## config.mk

```make
export PLATFORM = sky130hd
export DESIGN_NAME = exec_top
export DESIGN_NICKNAME = d
export VERILOG_FILES = /design/src/exec_pkg.sv /design/src/reg_file.sv /design/src/exec_alu.sv /design/src/shift_counter.sv /design/src/exec_ctrl.sv /design/src/exec_top.sv
export SDC_FILE = /design/constraint.sdc
export NUM_CORES = 1
export LEC_CHECK = 0
export BUFFER_PORTS_ARGS = -buffer_cell sky130_fd_sc_hd__buf_2
export CELL_PAD_IN_SITES_DETAIL_PLACEMENT = 1
export CELL_PAD_IN_SITES_GLOBAL_PLACEMENT = 1
export CORE_UTILIZATION = 50
export CTS_CLUSTER_DIAMETER = 200
export DETAILED_ROUTE_END_ITERATION = 16
export PLACE_DENSITY_LB_ADDON = 0.1
export SKIP_CTS_REPAIR_TIMING = 1
export SYNTH_ARGS = -nofsm -noshare
export SYNTH_HDL_FRONTEND = slang
export SYNTH_SLANG_ARGS = --single-unit
```

## constraint.sdc

```tcl
create_clock -name clk -period 5 [get_ports clk]
set_input_delay 1 -clock clk [delete_from_list [all_inputs] [get_ports clk]]
set_output_delay 1 -clock clk [all_outputs]
set_load 0.02 [all_outputs]
```

## src/exec_pkg.sv

```systemverilog
`default_nettype none

package exec_pkg;

	// default word and register address widths.
	localparam int DEF_DATA_W = 16;
	localparam int DEF_REG_AW = 3;

	// one command per operation, three bit code.
	typedef enum logic [2:0] {
		OP_ADD = 3'd0, // rd = rs1 + rs2.
		OP_SUB = 3'd1, // rd = rs1 - rs2.
		OP_AND = 3'd2, // rd = rs1 & rs2.
		OP_XOR = 3'd3, // rd = rs1 ^ rs2.
		OP_LDI = 3'd4, // rd = imm.
		OP_SLL = 3'd5, // rd = rs1 << imm[3:0].
		OP_SRL = 3'd6, // rd = rs1 >> imm[3:0].
		OP_NOP = 3'd7  // no write, result is zero.
	} op_t;

	// shifts walk through the SHIFT state one bit at a time.
	function automatic logic is_shift(input op_t op);
		logic shift_op;
		shift_op = (op == OP_SLL) || (op == OP_SRL);
		return shift_op;
	endfunction

	// only OP_NOP leaves the register file alone.
	function automatic logic writes_reg(input op_t op);
		logic wr;
		wr = (op != OP_NOP);
		return wr;
	endfunction

endpackage

`default_nettype wire

```

## src/reg_file.sv

```systemverilog
`timescale 1ns/100ps
`default_nettype none

module reg_file #(
	parameter int DATA_W = 16,
	parameter int REG_AW = 3
) (
	input  logic              clk,
	input  logic              arst_n,
	input  logic              wr_en,
	input  logic [REG_AW-1:0] wr_addr,
	input  logic [DATA_W-1:0] wr_data,
	input  logic [REG_AW-1:0] rd_addr_a,
	input  logic [REG_AW-1:0] rd_addr_b,
	output logic [DATA_W-1:0] rd_data_a,
	output logic [DATA_W-1:0] rd_data_b
);

	localparam int NUM_REGS = 2 ** REG_AW;

	logic [DATA_W-1:0]   regs [NUM_REGS];
	logic [NUM_REGS-1:0] wr_dec;

	// write decoder is gated by the enable.
	always_comb begin
		wr_dec = '0;
		if (wr_en) begin
			wr_dec[wr_addr] = 1'b1;
		end
	end

	// one enabled register per entry.
	for (genvar i = 0; i < NUM_REGS; i++) begin : g_entry
		always_ff @(posedge clk or negedge arst_n) begin
			if (!arst_n) begin
				regs[i] <= '0;
			end else if (wr_dec[i]) begin
				regs[i] <= wr_data;
			end
		end
	end

	// read ports, full muxes over the entries.
	always_comb begin
		rd_data_a = '0;
		rd_data_b = '0;
		for (int j = 0; j < NUM_REGS; j++) begin
			if (rd_addr_a == REG_AW'(j)) begin
				rd_data_a = regs[j];
			end
			if (rd_addr_b == REG_AW'(j)) begin
				rd_data_b = regs[j];
			end
		end
	end

endmodule

`default_nettype wire

```

## src/exec_alu.sv

```systemverilog
`timescale 1ns/100ps
`default_nettype none

module exec_alu
	import exec_pkg::*;
#(
	parameter int DATA_W = 16
) (
	input  logic              clk,
	input  logic              arst_n,
	input  op_t               op_cur,
	input  logic [DATA_W-1:0] imm_cur,
	input  logic [DATA_W-1:0] opa,
	input  logic [DATA_W-1:0] opb,
	input  logic              load,
	input  logic              step,
	output logic [DATA_W-1:0] result
);

	logic [DATA_W-1:0] alu_val;
	logic [DATA_W-1:0] work_q;

	// single cycle operations, shifts pass source 1 through.
	always_comb begin
		unique case (op_cur)
			OP_ADD: begin
				alu_val = opa + opb; // wraps.
			end
			OP_SUB: begin
				alu_val = opa - opb;
			end
			OP_AND: begin
				alu_val = opa & opb;
			end
			OP_XOR: begin
				alu_val = opa ^ opb;
			end
			OP_LDI: begin
				alu_val = imm_cur;
			end
			OP_SLL, OP_SRL: begin
				alu_val = opa; // shifted later, one bit per step.
			end
			default: begin
				alu_val = '0; // OP_NOP.
			end
		endcase
	end

	// work register, load wins over step.
	always_ff @(posedge clk or negedge arst_n) begin
		if (!arst_n) begin
			work_q <= '0;
		end else if (load) begin
			work_q <= alu_val;
		end else if (step) begin
			if (op_cur == OP_SRL) begin
				work_q <= {1'b0, work_q[DATA_W-1:1]}; // zero fill from the top.
			end else begin
				work_q <= {work_q[DATA_W-2:0], 1'b0};
			end
		end
	end

	assign result = work_q;

endmodule

`default_nettype wire

```

## src/shift_counter.sv

```systemverilog
`timescale 1ns/100ps
`default_nettype none

module shift_counter #(
	parameter int CNT_W = 4
) (
	input  logic             clk,
	input  logic             arst_n,
	input  logic             cnt_load,
	input  logic [CNT_W-1:0] amount,
	input  logic             cnt_dec,
	output logic             cnt_zero
);

	logic [CNT_W-1:0] count;

	// count holds the steps left after the current one,
	// so zero marks the last shift cycle.
	always_ff @(posedge clk or negedge arst_n) begin
		if (!arst_n) begin
			count <= '0;
		end else if (cnt_load) begin
			count <= amount - 1'b1; // unused when amount is zero.
		end else if (cnt_dec && (count != '0)) begin
			count <= count - 1'b1;
		end
	end

	assign cnt_zero = (count == '0);

endmodule

`default_nettype wire

```

## src/exec_ctrl.sv

```systemverilog
`timescale 1ns/100ps
`default_nettype none

module exec_ctrl
	import exec_pkg::*;
#(
	parameter int DATA_W = 16,
	parameter int REG_AW = 3
) (
	input  logic              clk,
	input  logic              arst_n,
	input  logic              start,
	input  op_t               op,
	input  logic [REG_AW-1:0] rd_sel,
	input  logic [REG_AW-1:0] rs1_sel,
	input  logic [REG_AW-1:0] rs2_sel,
	input  logic [DATA_W-1:0] imm,
	input  logic              cnt_zero,
	output op_t               op_cur,
	output logic [DATA_W-1:0] imm_cur,
	output logic [REG_AW-1:0] rd_addr_a,
	output logic [REG_AW-1:0] rd_addr_b,
	output logic              wr_en,
	output logic [REG_AW-1:0] wr_addr,
	output logic              load,
	output logic              step,
	output logic              cnt_load,
	output logic              cnt_dec,
	output logic              busy,
	output logic              done
);

	localparam int SH_W = $clog2(DATA_W);

	typedef enum logic [1:0] {
		IDLE  = 2'd0,
		EXEC  = 2'd1,
		SHIFT = 2'd2,
		WB    = 2'd3
	} state_t;

	state_t state;
	state_t state_nxt;
	logic   accept;
	logic   no_shift;

	assign accept = start && (state == IDLE); // starts while busy are dropped.

	// amount zero skips SHIFT, the counter is not loaded yet in EXEC.
	assign no_shift = !is_shift(op_cur) || (imm_cur[SH_W-1:0] == '0);

	always_comb begin
		state_nxt = state;
		unique case (state)
			IDLE: begin
				if (accept) begin
					state_nxt = EXEC;
				end
			end
			EXEC: begin
				state_nxt = no_shift ? WB : SHIFT;
			end
			SHIFT: begin
				if (cnt_zero) begin
					state_nxt = WB; // last step moves this cycle.
				end
			end
			default: begin
				state_nxt = IDLE;
			end
		endcase
	end

	always_ff @(posedge clk or negedge arst_n) begin
		if (!arst_n) begin
			state  <= IDLE;
			op_cur <= OP_NOP;
		end else begin
			state <= state_nxt;
			if (accept) begin
				op_cur <= op;
			end
		end
	end

	// command payload.
	always_ff @(posedge clk) begin
		if (accept) begin
			imm_cur   <= imm;
			wr_addr   <= rd_sel;
			rd_addr_a <= rs1_sel;
			rd_addr_b <= rs2_sel;
		end
	end

	assign load     = (state == EXEC);
	assign cnt_load = (state == EXEC) && is_shift(op_cur);
	assign step     = (state == SHIFT);
	assign cnt_dec  = step; // counter tracks the shifter.
	assign wr_en    = (state == WB) && writes_reg(op_cur);
	assign done     = (state == WB);
	assign busy     = (state != IDLE);

endmodule

`default_nettype wire

```

## src/exec_top.sv

```systemverilog
`timescale 1ns/100ps
`default_nettype none

module exec_top
	import exec_pkg::*;
#(
	parameter int DATA_W = DEF_DATA_W,
	parameter int REG_AW = DEF_REG_AW
) (
	input  logic              clk,
	input  logic              arst_n,
	input  logic              start,
	input  op_t               op,
	input  logic [REG_AW-1:0] rd_sel,
	input  logic [REG_AW-1:0] rs1_sel,
	input  logic [REG_AW-1:0] rs2_sel,
	input  logic [DATA_W-1:0] imm,
	output logic              busy,
	output logic              done,
	output logic [DATA_W-1:0] result
);

	localparam int CNT_W = $clog2(DATA_W);

	op_t               op_cur;
	logic [DATA_W-1:0] imm_cur;
	logic [REG_AW-1:0] rd_addr_a;
	logic [REG_AW-1:0] rd_addr_b;
	logic [REG_AW-1:0] wr_addr;
	logic              wr_en;
	logic [DATA_W-1:0] rd_data_a;
	logic [DATA_W-1:0] rd_data_b;
	logic              load;
	logic              step;
	logic              cnt_load;
	logic              cnt_dec;
	logic              cnt_zero;

	exec_ctrl #(.DATA_W(DATA_W), .REG_AW(REG_AW)) u_ctrl (
		.clk       (clk),
		.arst_n    (arst_n),
		.start     (start),
		.op        (op),
		.rd_sel    (rd_sel),
		.rs1_sel   (rs1_sel),
		.rs2_sel   (rs2_sel),
		.imm       (imm),
		.cnt_zero  (cnt_zero),
		.op_cur    (op_cur),
		.imm_cur   (imm_cur),
		.rd_addr_a (rd_addr_a),
		.rd_addr_b (rd_addr_b),
		.wr_en     (wr_en),
		.wr_addr   (wr_addr),
		.load      (load),
		.step      (step),
		.cnt_load  (cnt_load),
		.cnt_dec   (cnt_dec),
		.busy      (busy),
		.done      (done)
	);

	// write data is the ALU work register.
	reg_file #(.DATA_W(DATA_W), .REG_AW(REG_AW)) u_regs (
		.clk       (clk),
		.arst_n    (arst_n),
		.wr_en     (wr_en),
		.wr_addr   (wr_addr),
		.wr_data   (result),
		.rd_addr_a (rd_addr_a),
		.rd_addr_b (rd_addr_b),
		.rd_data_a (rd_data_a),
		.rd_data_b (rd_data_b)
	);

	exec_alu #(.DATA_W(DATA_W)) u_alu (
		.clk     (clk),
		.arst_n  (arst_n),
		.op_cur  (op_cur),
		.imm_cur (imm_cur),
		.opa     (rd_data_a),
		.opb     (rd_data_b),
		.load    (load),
		.step    (step),
		.result  (result)
	);

	shift_counter #(.CNT_W(CNT_W)) u_cnt (
		.clk      (clk),
		.arst_n   (arst_n),
		.cnt_load (cnt_load),
		.amount   (imm_cur[CNT_W-1:0]), // low immediate bits.
		.cnt_dec  (cnt_dec),
		.cnt_zero (cnt_zero)
	);

endmodule

`default_nettype wire

```

==> impl_metrics.env, run 1 <==
export IMPL_status="complete, no violations"
export IMPL_critPathTopFamily="compound AO/OA/AOI/OAI gates"
export IMPL_most_used_flip_flop_cell_after_synthesis="sky130_fd_sc_hd__dfrtp_1"
export IMPL_port_buffer_count=48
export IMPL_final_setup_tns_ps=0
export IMPL_grt_use_total_pct=32.0
export IMPL_root_buffer="sky130_fd_sc_hd__clkbuf_16"
export IMPL_worst_slew_pin_transition_ps=1220
export IMPL_worst_setup_hold_path_clk_slew_ps=70
export IMPL_first_global_vias=9046
export IMPL_worstPathCellList="buf_4, nor2b_1, buf_4, a221o_1, a2bb2oi_2, ha_1, nor2_1, xnor2_1, ha_1, nor2b_1, o21ai_0, a21boi_0, or2_2, a31oi_1, o21ai_0, a31oi_1, xnor2_1, o2bb2ai_1"
export IMPL_floorplan_io_pins=49
export IMPL_setup_worst_path_start_class="flop"
export IMPL_cp_data_arrival_time_ps=5080
export IMPL_holdCritPathClass="reg2reg"
export IMPL_wl_per_cell_um=25.5
export IMPL_routabilityCongestion=0.894
export IMPL_yosys_cell_types_count=62
export IMPL_area_growth_pct=11.1
export IMPL_yosys_register_bits=178
export IMPL_avgSynthCellArea_um2=10.7
export IMPL_synth_area_um2=10900
export IMPL_timing_critical_path_slowest_cell_delay_ps=410
export IMPL_crit_slowest_cell="sky130_fd_sc_hd__buf_4"
export IMPL_slew_limit_fails=0
export IMPL_finalHoldViolations=0
export IMPL_final_period_utilization_pct=94.2
export IMPL_firstDrtPassIters=5
export IMPL_initialDrtViolationCount=636
export IMPL_power_per_cell_area_nw_per_um2=763
export IMPL_pre_cts_slack_ps=354
export IMPL_multi_input_comb_area_um2=5800
export IMPL_timing_critical_path_fanout_max=35
export IMPL_number_of_non_filler_instances_in_the_completed_layout=1330
export IMPL_hold_ws_ps=520
export IMPL_synth_instances=1015
export IMPL_fill_cells=2233
export IMPL_grt_overflow_total=0
export IMPL_yosysWarningCount=0
export IMPL_final_antenna_net_count=0
export IMPL_detailedPlacementHpwl_um=23600
export IMPL_cts_buffer_depth=2
export IMPL_clk_insertion_delay_late_ps=450
export IMPL_clock_sinks=178
export IMPL_kind_of_end_point_of_the_critical_path="flop"
export IMPL_dp_cells=1293
export IMPL_number_of_antenna_violations_at_the_first_check_in_global_routing=0
export IMPL_area_sequential_um2=4580
export IMPL_fin_nets=1111
export IMPL_synth_enable_flop_cells=25
export IMPL_initial_core_util_pct=51.3
export IMPL_antenna_diode_count=0
export IMPL_synth_net_count=1084
export IMPL_detail_route_drc_violations=0
export IMPL_timing_slew_headroom_pct=18.9
export IMPL_achievable_frequency_mhz=212
export IMPL_max_cap_viols=0
export IMPL_fin_skew_ps=13.5
export IMPL_critPathKind="reg2reg"
export IMPL_cts_buffers_inserted=17
export IMPL_setup_violations=0
export IMPL_h_tree_levels=4
export IMPL_grt_max_degree=88
export IMPL_synth_seq_area_share_pct=42.2
export IMPL_postSynth_asyncResetShare_pct=86.0
export IMPL_finalCriticalPeriod_ps=4710
export IMPL_die_area_um2=22300
export IMPL_share_of_final_layout_standard_cells_stronger_than_drive_strength_1_pct=26.5
export IMPL_cp_data_required_time_ps=5370
export IMPL_power_total_uw=9200
export IMPL_num_rows=53
export IMPL_cts_tree="done"
export IMPL_grt_pass1_wl_um=52900
export IMPL_placeableCoreArea_um2=21200
export IMPL_chipWidth_um=149
export IMPL_die_h_um=149
export IMPL_via_count=8658
export IMPL_timing_final_ws_setup_ps=289
export IMPL_avgViaCountPerCell=6.51
export IMPL_vdd_ir_drop_worst_uv=380
export IMPL_path_buf_inv=2
export IMPL_cellLeakagePower_uw=0.00531
export IMPL_setup_repair_after_global_routing_missed_its_margin="false"
export IMPL_routed_wirelength_um=33900
logic make-up after synthesis:
kind of cell	count (synthesis)	synth area share [%]
buffers and inverters	109	4.37
adders and majority gates	38	4.45
AOI/OAI and AO/OA	254	15.9
and+or+nand+nor	210	8.90
xor gates and xnor gates	31	2.50
muxes	195	21.6
DFF	178	42.2
Yosys cell counts, types with 16 or more instances:
master	instances	area (um^2)
sky130_fd_sc_hd__nor2_1	54	203
sky130_fd_sc_hd__mux2_2	138	1550
sky130_fd_sc_hd__a21oi_1	43	215
sky130_fd_sc_hd__nor2b_1	23	144
sky130_fd_sc_hd__a22oi_1	35	263
sky130_fd_sc_hd__o221ai_1	16	140
sky130_fd_sc_hd__xnor2_1	21	184
sky130_fd_sc_hd__o21ai_0	61	305
sky130_fd_sc_hd__dfrtp_1	150	3750
sky130_fd_sc_hd__clkbuf_1	59	221
sky130_fd_sc_hd__mux2i_1	41	410
sky130_fd_sc_hd__nand2_1	78	293
sky130_fd_sc_hd__ha_1	37	463
sky130_fd_sc_hd__inv_1	27	101
sky130_fd_sc_hd__edfxtp_1	25	751
worst reg2reg max path: stages, from the launching register on:
cell                        delay [ps]
sky130_fd_sc_hd__edfxtp_1          350
sky130_fd_sc_hd__buf_4             410
sky130_fd_sc_hd__nor2b_1           130
sky130_fd_sc_hd__buf_4             190
sky130_fd_sc_hd__a221o_1           320
sky130_fd_sc_hd__a2bb2oi_2         260
sky130_fd_sc_hd__ha_1              230
sky130_fd_sc_hd__nor2_1             70
sky130_fd_sc_hd__xnor2_1           140
sky130_fd_sc_hd__ha_1              340
sky130_fd_sc_hd__nor2b_1           170
sky130_fd_sc_hd__o21ai_0           310
sky130_fd_sc_hd__a21boi_0          230
sky130_fd_sc_hd__or2_2             360
sky130_fd_sc_hd__a31oi_1           340
sky130_fd_sc_hd__o21ai_0           240
sky130_fd_sc_hd__a31oi_1           260
sky130_fd_sc_hd__xnor2_1           160
sky130_fd_sc_hd__o2bb2ai_1         140
sequential cells by signal (all words and copies together) (netlist names), 3 cells and up:
signal and cells:
u_regs.regs 128, u_alu.result 16, u_ctrl.imm_cur 16, u_cnt.count 4, u_ctrl.op_cur 3, u_ctrl.rd_addr_a 3
u_ctrl.rd_addr_b 3, u_ctrl.wr_addr 3
path summary, 6_finish.rpt:
kind,end,cells after the start,slack (ps),startpoint
min in group asynchronous,u_regs.regs[81],1,640,arst_n
min reg2reg,u_regs.regs[44],1,520,u_regs.regs[44]
max in group asynchronous,u_regs.regs[51],2,3330,arst_n
max reg2reg,u_alu.result[14],18,290,u_ctrl.rd_addr_b[2]
max,u_alu.result[14],18,290,u_ctrl.rd_addr_b[2]
min,u_regs.regs[44],1,520,u_regs.regs[44]
routing by layer:
| layer | share of wire (%) | track usage (%) |
|---|---|---|
| met2 | 48 | 53.2 |
| met5 | 0 | 0 |
| met3 | 4.3 | 4.01 |
| met1 | 44 | 41.8 |
| met4 | 3.5 | 14.2 |
through the flow:
| stage | util [%] | instance area, um^2 |
|---|---|---|
| 2_1_floorplan | - | 10900 |
| 3_3_place_gp | 53.7 | 11400 |
| 3_5_place_dp | 53.7 | 11400 |
| 4_1_cts | 56.8 | 12000 |
| 5_1_grt | 57.0 | 12100 |
| 6_report | 57.0 | 12100 |
cells in the final DEF, fill, tap and decap left out, types with 14 or more instances in the layout:
| cell type | n |
|---|---|
| sky130_fd_sc_hd__nand3_1 | 14 |
| sky130_fd_sc_hd__mux2i_1 | 41 |
| sky130_fd_sc_hd__nor2_1 | 54 |
| sky130_fd_sc_hd__xnor2_1 | 21 |
| sky130_fd_sc_hd__nor2b_1 | 23 |
| sky130_fd_sc_hd__ha_1 | 37 |
| sky130_fd_sc_hd__o21ai_0 | 61 |
| sky130_fd_sc_hd__mux2_2 | 138 |
| sky130_fd_sc_hd__o221ai_1 | 16 |
| sky130_fd_sc_hd__a22oi_1 | 35 |
| sky130_fd_sc_hd__nand2_1 | 78 |
| sky130_fd_sc_hd__edfxtp_1 | 25 |
| sky130_fd_sc_hd__a21oi_1 | 43 |
| sky130_fd_sc_hd__dfrtp_1 | 150 |
| sky130_fd_sc_hd__buf_4 | 41 |
| sky130_fd_sc_hd__inv_1 | 27 |
| sky130_fd_sc_hd__buf_2 | 47 |
| sky130_fd_sc_hd__clkbuf_16 | 17 |
report_power, final:
group / total (uW) / switching, uW / internal [uW]
clock: 1480 / 661 / 815
sequential: 2960 / 826 / 2130
combinational: 4770 / 2590 / 2170
cell type report:
cell class | count | area share [%]
clock buffer | 17 | 3.53
clock inverter | 15 | 1.84
inverter | 27 | 0.841
multi-input combinational | 728 | 48.1
sequential | 178 | 38.0
tap | 275 | 2.86
timing repair buffer | 90 | 4.77
No activity file was read; power rests on OpenSTA's default activity.
==> inputs of run 2 (changes only) <==
--- a/config.mk
+++ b/config.mk
@@ -6,12 +6,10 @@
 export NUM_CORES = 1
 export LEC_CHECK = 0
 export BUFFER_PORTS_ARGS = -buffer_cell sky130_fd_sc_hd__buf_2
-export CELL_PAD_IN_SITES_DETAIL_PLACEMENT = 1
-export CELL_PAD_IN_SITES_GLOBAL_PLACEMENT = 1
-export CORE_UTILIZATION = 50
+export CORE_UTILIZATION = 59
 export CTS_CLUSTER_DIAMETER = 200
 export DETAILED_ROUTE_END_ITERATION = 16
-export PLACE_DENSITY_LB_ADDON = 0.1
+export PLACE_DENSITY = 0.77
 export SKIP_CTS_REPAIR_TIMING = 1
 export SYNTH_ARGS = -nofsm -noshare
 export SYNTH_HDL_FRONTEND = slang
==> constraint.sdc (replaced) <==
create_clock -name clk -period 5.69 [get_ports clk]
set_input_delay 1.138 -clock clk [delete_from_list [all_inputs] [get_ports clk]]
set_output_delay 1.138 -clock clk [all_outputs]
set_load 0.02 [all_outputs]
==> run 2 against run 1 <==
Via count decreased by 1.9%. Clock skew decreased by 0.68 ps. Sequential share of layout area increased by 0.93 points. Highest routed layer unchanged. First-iteration DRC count increased by 44%. Largest cell class unchanged.
==> impl_metrics.env, run 2 (synthesized netlist as in run 1, its figures left out) <==
export IMPL_chipWidth_um=138
export IMPL_port_buffer_count=48
export IMPL_met3RoutedLength_um=2410
export IMPL_setup_worst_path_start_class="flop"
export IMPL_avgViaCountPerCell=6.71
export IMPL_root_buffer="sky130_fd_sc_hd__clkbuf_16"
export IMPL_setup_violations=0
export IMPL_slew_limit_fails=0
export IMPL_number_of_antenna_violations_at_the_first_check_in_global_routing=0
export IMPL_grt_pass1_wl_um=45600
export IMPL_initialDrtViolationCount=915
export IMPL_grt_max_degree=63
export IMPL_timing_critical_path_slowest_cell_delay_ps=670
export IMPL_worst_slew_pin_transition_ps=1260
export IMPL_placeableCoreArea_um2=18000
export IMPL_detail_route_drc_violations=0
export IMPL_critPathKind="reg2reg"
export IMPL_path_buf_inv=1
export IMPL_die_area_um2=18900
export IMPL_grt_overflow_total=0
export IMPL_kind_of_end_point_of_the_critical_path="flop"
export IMPL_clk_insertion_delay_late_ps=440
export IMPL_cts_tree="done"
export IMPL_route_met2_wl_um=13900
export IMPL_floorplan_io_pins=49
export IMPL_layout_cells_most_common="sky130_fd_sc_hd__dfrtp_1"
export IMPL_routed_top_layer="met4"
export IMPL_cp_data_required_time_ps=6030
export IMPL_power_per_cell_area_nw_per_um2=658
export IMPL_clock_sinks=178
export IMPL_vdd_ir_drop_worst_uv=563
export IMPL_holdCritPathClass="reg2reg"
export IMPL_finalHoldViolations=0
export IMPL_fin_skew_ps=12.8
export IMPL_final_setup_tns_ps=0
export IMPL_fin_nets=1092
export IMPL_share_of_final_layout_standard_cells_stronger_than_drive_strength_1_pct=25.1
export IMPL_routabilityCongestion=0.928
export IMPL_cts_buffer_depth=2
export IMPL_cellLeakagePower_uw=0.00518
export IMPL_finalCriticalPeriod_ps=5010
export IMPL_finalCoreUtilization_pct=65.3
export IMPL_crit_slowest_cell="sky130_fd_sc_hd__edfxtp_1"
export IMPL_final_period_utilization_pct=88.0
export IMPL_max_cap_viols=0
export IMPL_status="complete, no violations"
export IMPL_antenna_diode_count=0
export IMPL_cp_data_arrival_time_ps=5340
export IMPL_h_tree_levels=4
export IMPL_setup_repair_after_global_routing_missed_its_margin="false"
export IMPL_fill_cells=1359
export IMPL_routed_wirelength_um=29400
export IMPL_worst_setup_hold_path_clk_slew_ps=70
export IMPL_grt_use_total_pct=32.5
export IMPL_num_rows=49
export IMPL_via_count=8494
export IMPL_initial_core_util_pct=60.2
export IMPL_worstPathCellList="buf_4, nor2b_1, a221o_1, a2bb2oi_2, ha_1, nand2_1, nor4_1, a21oi_1, xnor2_1, ha_1, o211a_1, o31ai_1, a21oi_1, o41ai_1, xnor2_1, a221oi_1, o221ai_1, o21a_1"
export IMPL_timing_slew_headroom_pct=15.5
export IMPL_final_cell_mix="sky130_fd_sc_hd__dfrtp_1 (150), sky130_fd_sc_hd__mux2_2 (138), sky130_fd_sc_hd__nand2_1 (78)"
export IMPL_wl_per_cell_um=23.2
export IMPL_cts_buffers_inserted=17
export IMPL_area_growth_pct=8.41
export IMPL_die_h_um=138
export IMPL_top_register="u_regs.regs"
export IMPL_first_global_vias=8144
export IMPL_achievable_frequency_mhz=200
export IMPL_detail_route_wirelength_met1_um=12200
export IMPL_critPathTopFamily="compound AO/OA/AOI/OAI gates"
export IMPL_timing_critical_path_fanout_max=22
export IMPL_final_antenna_net_count=0
export IMPL_firstDrtPassIters=5
export IMPL_largest_reg_flops=128
export IMPL_detailedPlacementHpwl_um=19900
## run 2: path summary, 6_finish.rpt
kind                                startpoint          endpoint  cells after the start  slack [ps]
max                        u_ctrl.rd_addr_b[2]  u_alu.result[13]                     18         680
min                            u_regs.regs[29]   u_regs.regs[29]                      1         530
max reg2reg                u_ctrl.rd_addr_b[2]  u_alu.result[13]                     18         680
min reg2reg                    u_regs.regs[29]   u_regs.regs[29]                      1         530
max in group asynchronous               arst_n  u_regs.regs[115]                      2        3960
min in group asynchronous               arst_n  u_alu.result[10]                      1         670
## run 2: per-stage QoR
step	setup slack [ps]	total power, uW	instance area, um^2	hold slack, ps	std cells
after detailed placement	847	6450	11200	515	1233
after floorplan	1670	5440	10900	463	1015
after global routing	307	8230	11800	545	1265
final	684	7740	11800	533	1265
after CTS	809	7640	11800	531	1265
after global placement	993	6330	11200	495	1233
## run 2: routing by layer
layer  global-route usage (%)  up-vias
met1                     43.0     4185
met3                     6.14       72
met5                        0        -
li1                         -     3781
met2                     52.4      456
met4                     13.2        0
## run 2: cell type report
class	count	area [um^2]	share of cell area, %
multi-input combinational	728	5790	49.3
clock buffer	19	453	3.85
timing repair buffer	71	419	3.56
sequential	178	4580	39.0
tap	229	287	2.44
inverter	27	101	0.862
clock inverter	13	126	1.07
## run 2: worst reg2reg max path, stage by stage (launching register included)
cell and delay (ps):
sky130_fd_sc_hd__edfxtp_1 670, sky130_fd_sc_hd__buf_4 420, sky130_fd_sc_hd__nor2b_1 220, sky130_fd_sc_hd__a221o_1 340, sky130_fd_sc_hd__a2bb2oi_2 220, sky130_fd_sc_hd__ha_1 200
sky130_fd_sc_hd__nand2_1 90, sky130_fd_sc_hd__nor4_1 550, sky130_fd_sc_hd__a21oi_1 180, sky130_fd_sc_hd__xnor2_1 160, sky130_fd_sc_hd__ha_1 330, sky130_fd_sc_hd__o211a_1 160
sky130_fd_sc_hd__o31ai_1 110, sky130_fd_sc_hd__a21oi_1 160, sky130_fd_sc_hd__o41ai_1 450, sky130_fd_sc_hd__xnor2_1 120, sky130_fd_sc_hd__a221oi_1 250, sky130_fd_sc_hd__o221ai_1 140
sky130_fd_sc_hd__o21a_1 130
## run 2: power breakdown
part	switching, uW	internal [uW]	total, uW	leakage, uW
Combinational	2130	1840	3970	0.00278
Clock	534	634	1170	0.000280
Sequential	722	1880	2600	0.00212
==> inputs of run 3 (changes only) <==
==> constraint.sdc (replaced) <==
create_clock -name clk -period 5.69 [get_ports clk]
set_input_delay 0.569 -clock clk [delete_from_list [all_inputs] [get_ports clk]]
set_output_delay 0.569 -clock clk [all_outputs]
set_load 0.02 [all_outputs]
==> run 3 against run 2 <==
Count of clock-buffer cells in the layout rose by 2. Non-clock buffer count fell by 3. Global-route usage fell by 0.86 points. Sequential cell count did not move. Clock skew barely moved. Via count barely moved. Largest cell class unchanged. Sequential power barely moved. Hold slack got worse by 260 ps. Utilization barely moved.
==> impl_metrics.env, run 3 (synthesized netlist as in run 1, its figures left out) <==
export IMPL_cp_data_arrival_time_ps=5310
export IMPL_fin_skew_ps=12.4
export IMPL_cellInternalPower_uw=4370
export IMPL_vdd_ir_drop_worst_uv=575
export IMPL_die_area_um2=18900
export IMPL_final_setup_tns_ps=0
export IMPL_cp_data_required_time_ps=6020
export IMPL_timing_slew_headroom_pct=17.5
export IMPL_p_seq_share_pct=33.4
export IMPL_cellLeakagePower_uw=0.00517
export IMPL_floorplan_io_pins=49
export IMPL_worstPathCellList="inv_1, a221oi_1, o22ai_1, or3_1, nor4_1, nor2_1, xnor2_1, ha_1, o211a_1, o31ai_1, a21oi_1, o41ai_1, xnor2_1, a221oi_1, o221ai_1, o21a_1"
export IMPL_routed_wirelength_um=28800
export IMPL_fin_nets=1089
export IMPL_status="complete, no violations"
export IMPL_power_share_switching_pct=43.2
export IMPL_power_per_cell_area_nw_per_um2=655
export IMPL_top_register="u_regs.regs"
export IMPL_routabilityCongestion=0.934
export IMPL_clk_insertion_delay_late_ps=440
export IMPL_grt_pass1_wl_um=44500
export IMPL_setup_violations=0
export IMPL_port_buffer_count=48
export IMPL_timing_critical_path_slowest_cell_delay_ps=680
export IMPL_comb_power_share_pct=51.1
export IMPL_h_tree_levels=4
export IMPL_number_of_antenna_violations_at_the_first_check_in_global_routing=1
export IMPL_placeableCoreArea_um2=18000
export IMPL_grt_max_degree=115
export IMPL_finalHoldViolations=0
export IMPL_final_cell_mix="sky130_fd_sc_hd__dfrtp_1 (150), sky130_fd_sc_hd__mux2_2 (138), sky130_fd_sc_hd__nand2_1 (78)"
export IMPL_finalCriticalPeriod_ps=4980
export IMPL_cts_buffer_depth=2
export IMPL_netSwitchingPower_uw=3330
export IMPL_number_of_non_filler_instances_in_the_completed_layout=1262
export IMPL_slew_limit_fails=0
export IMPL_timing_critical_path_fanout_max=14
export IMPL_chipWidth_um=138
export IMPL_cts_buffers_inserted=17
export IMPL_initialDrtViolationCount=937
export IMPL_clock_sinks=178
export IMPL_grt_use_total_pct=31.6
export IMPL_grt_overflow_total=0
export IMPL_final_antenna_net_count=0
export IMPL_detail_route_drc_violations=0
export IMPL_wl_per_cell_um=22.8
export IMPL_holdCritPathClass="in2async"
export IMPL_power_total_uw=7700
export IMPL_num_rows=49
export IMPL_root_buffer="sky130_fd_sc_hd__clkbuf_16"
export IMPL_final_period_utilization_pct=87.5
export IMPL_pwr_share_clk_pct=15.5
export IMPL_worst_slew_pin_transition_ps=1230
export IMPL_fill_cells=1379
export IMPL_avgViaCountPerCell=6.73
export IMPL_max_cap_viols=0
export IMPL_worst_setup_hold_path_clk_slew_ps=70
export IMPL_area_growth_pct=8.35
export IMPL_timing_final_ws_setup_ps=713
export IMPL_first_global_vias=8102
export IMPL_pre_cts_slack_ps=894
export IMPL_via_count=8487
export IMPL_layout_cells_most_common="sky130_fd_sc_hd__dfrtp_1"
export IMPL_antenna_diode_count=0
export IMPL_largest_reg_flops=128
export IMPL_initial_core_util_pct=60.2
export IMPL_firstDrtPassIters=7
export IMPL_kind_of_end_point_of_the_critical_path="flop"
export IMPL_setup_worst_path_start_class="flop"
export IMPL_crit_slowest_cell="sky130_fd_sc_hd__edfxtp_1"
export IMPL_dp_cells=1230
export IMPL_share_of_final_layout_standard_cells_stronger_than_drive_strength_1_pct=24.8
export IMPL_detailedPlacementHpwl_um=18900
export IMPL_critPathKind="reg2reg"
export IMPL_cts_tree="done"
export IMPL_achievable_frequency_mhz=201
export IMPL_setup_repair_after_global_routing_missed_its_margin="false"
export IMPL_die_h_um=138
==> run 3: cell count changes in the layout (fill, tap and decap cells not counted), sizes merged <==
| cell | change |
|---|---|
| clkbuf | +2 |
| buf | -3 |
| clkinvlp | -1 |
| inv | -1 |
==> run 3: path summary, 6_finish.rpt <==
check	end	start	slack, ps	depth (start not counted)
min reg2reg	u_regs.regs[113]	u_regs.regs[113]	520	2
max	u_alu.result[13]	u_ctrl.rd_addr_b[0]	710	16
min in group clk	u_ctrl.imm_cur[2]	imm[2]	300	1
min	u_alu.result[10]	arst_n	270	1
max in group asynchronous	u_regs.regs[115]	arst_n	4230	2
max reg2reg	u_alu.result[13]	u_ctrl.rd_addr_b[0]	710	16
==> run 3: metal layers <==
metal	vias up	share of wire [%]	GRT usage, %	wire, um
li1	3788	-	-	-
met1	4218	42	41.2	12100
met4	2	2.4	10.9	697
met5	-	0.045	0	13
met2	407	48	52.3	13700
met3	72	7.6	6.55	2200
==> run 3: worst max-delay path, delay by kind of cell, from the launching register on <==
family | cells | cell delay [ps]
AO/OA/AOI/OAI | 9 | 2190
adder cells (fa/ha/maj) | 1 | 320
buffers and inverters | 1 | 400
XOR/XNOR | 2 | 280
AND/OR/NAND/NOR | 3 | 1020
flip-flops | 1 | 680
==> run 3: cell type report <==
type                    instances  area, um^2  area share [%]
well taps                     229         287            2.44
inverters                      27         101           0.862
clock buffers                  21         482            4.10
multi-input cells             728        5790            49.3
repair buffers                 68         397            3.37
flip-flops and latches        178        4580            39.0
clock inverters                11         114           0.968
==> run 3: power by group through the flow <==
stage / Combinational (uW) / Sequential (uW) / Clock [uW]
after floorplan: 3190 / 2250 / 0
after global placement: 3760 / 2540 / 0
after detailed placement: 3840 / 2560 / 0
after CTS: 3880 / 2540 / 1200
after global routing: 4340 / 2640 / 1250
final: 3940 / 2570 / 1190
==> run 3: through the flow <==
stage / util (%) / hold WS [ps] / area, um^2
after global placement: 61.9 / 504 / 11200
final: 65.2 / 270 / 11800
after global routing: 65.2 / 288 / 11800
after detailed placement: 61.9 / 505 / 11200
after CTS: 65.2 / 294 / 11800
after floorplan: - / 273 / 10900
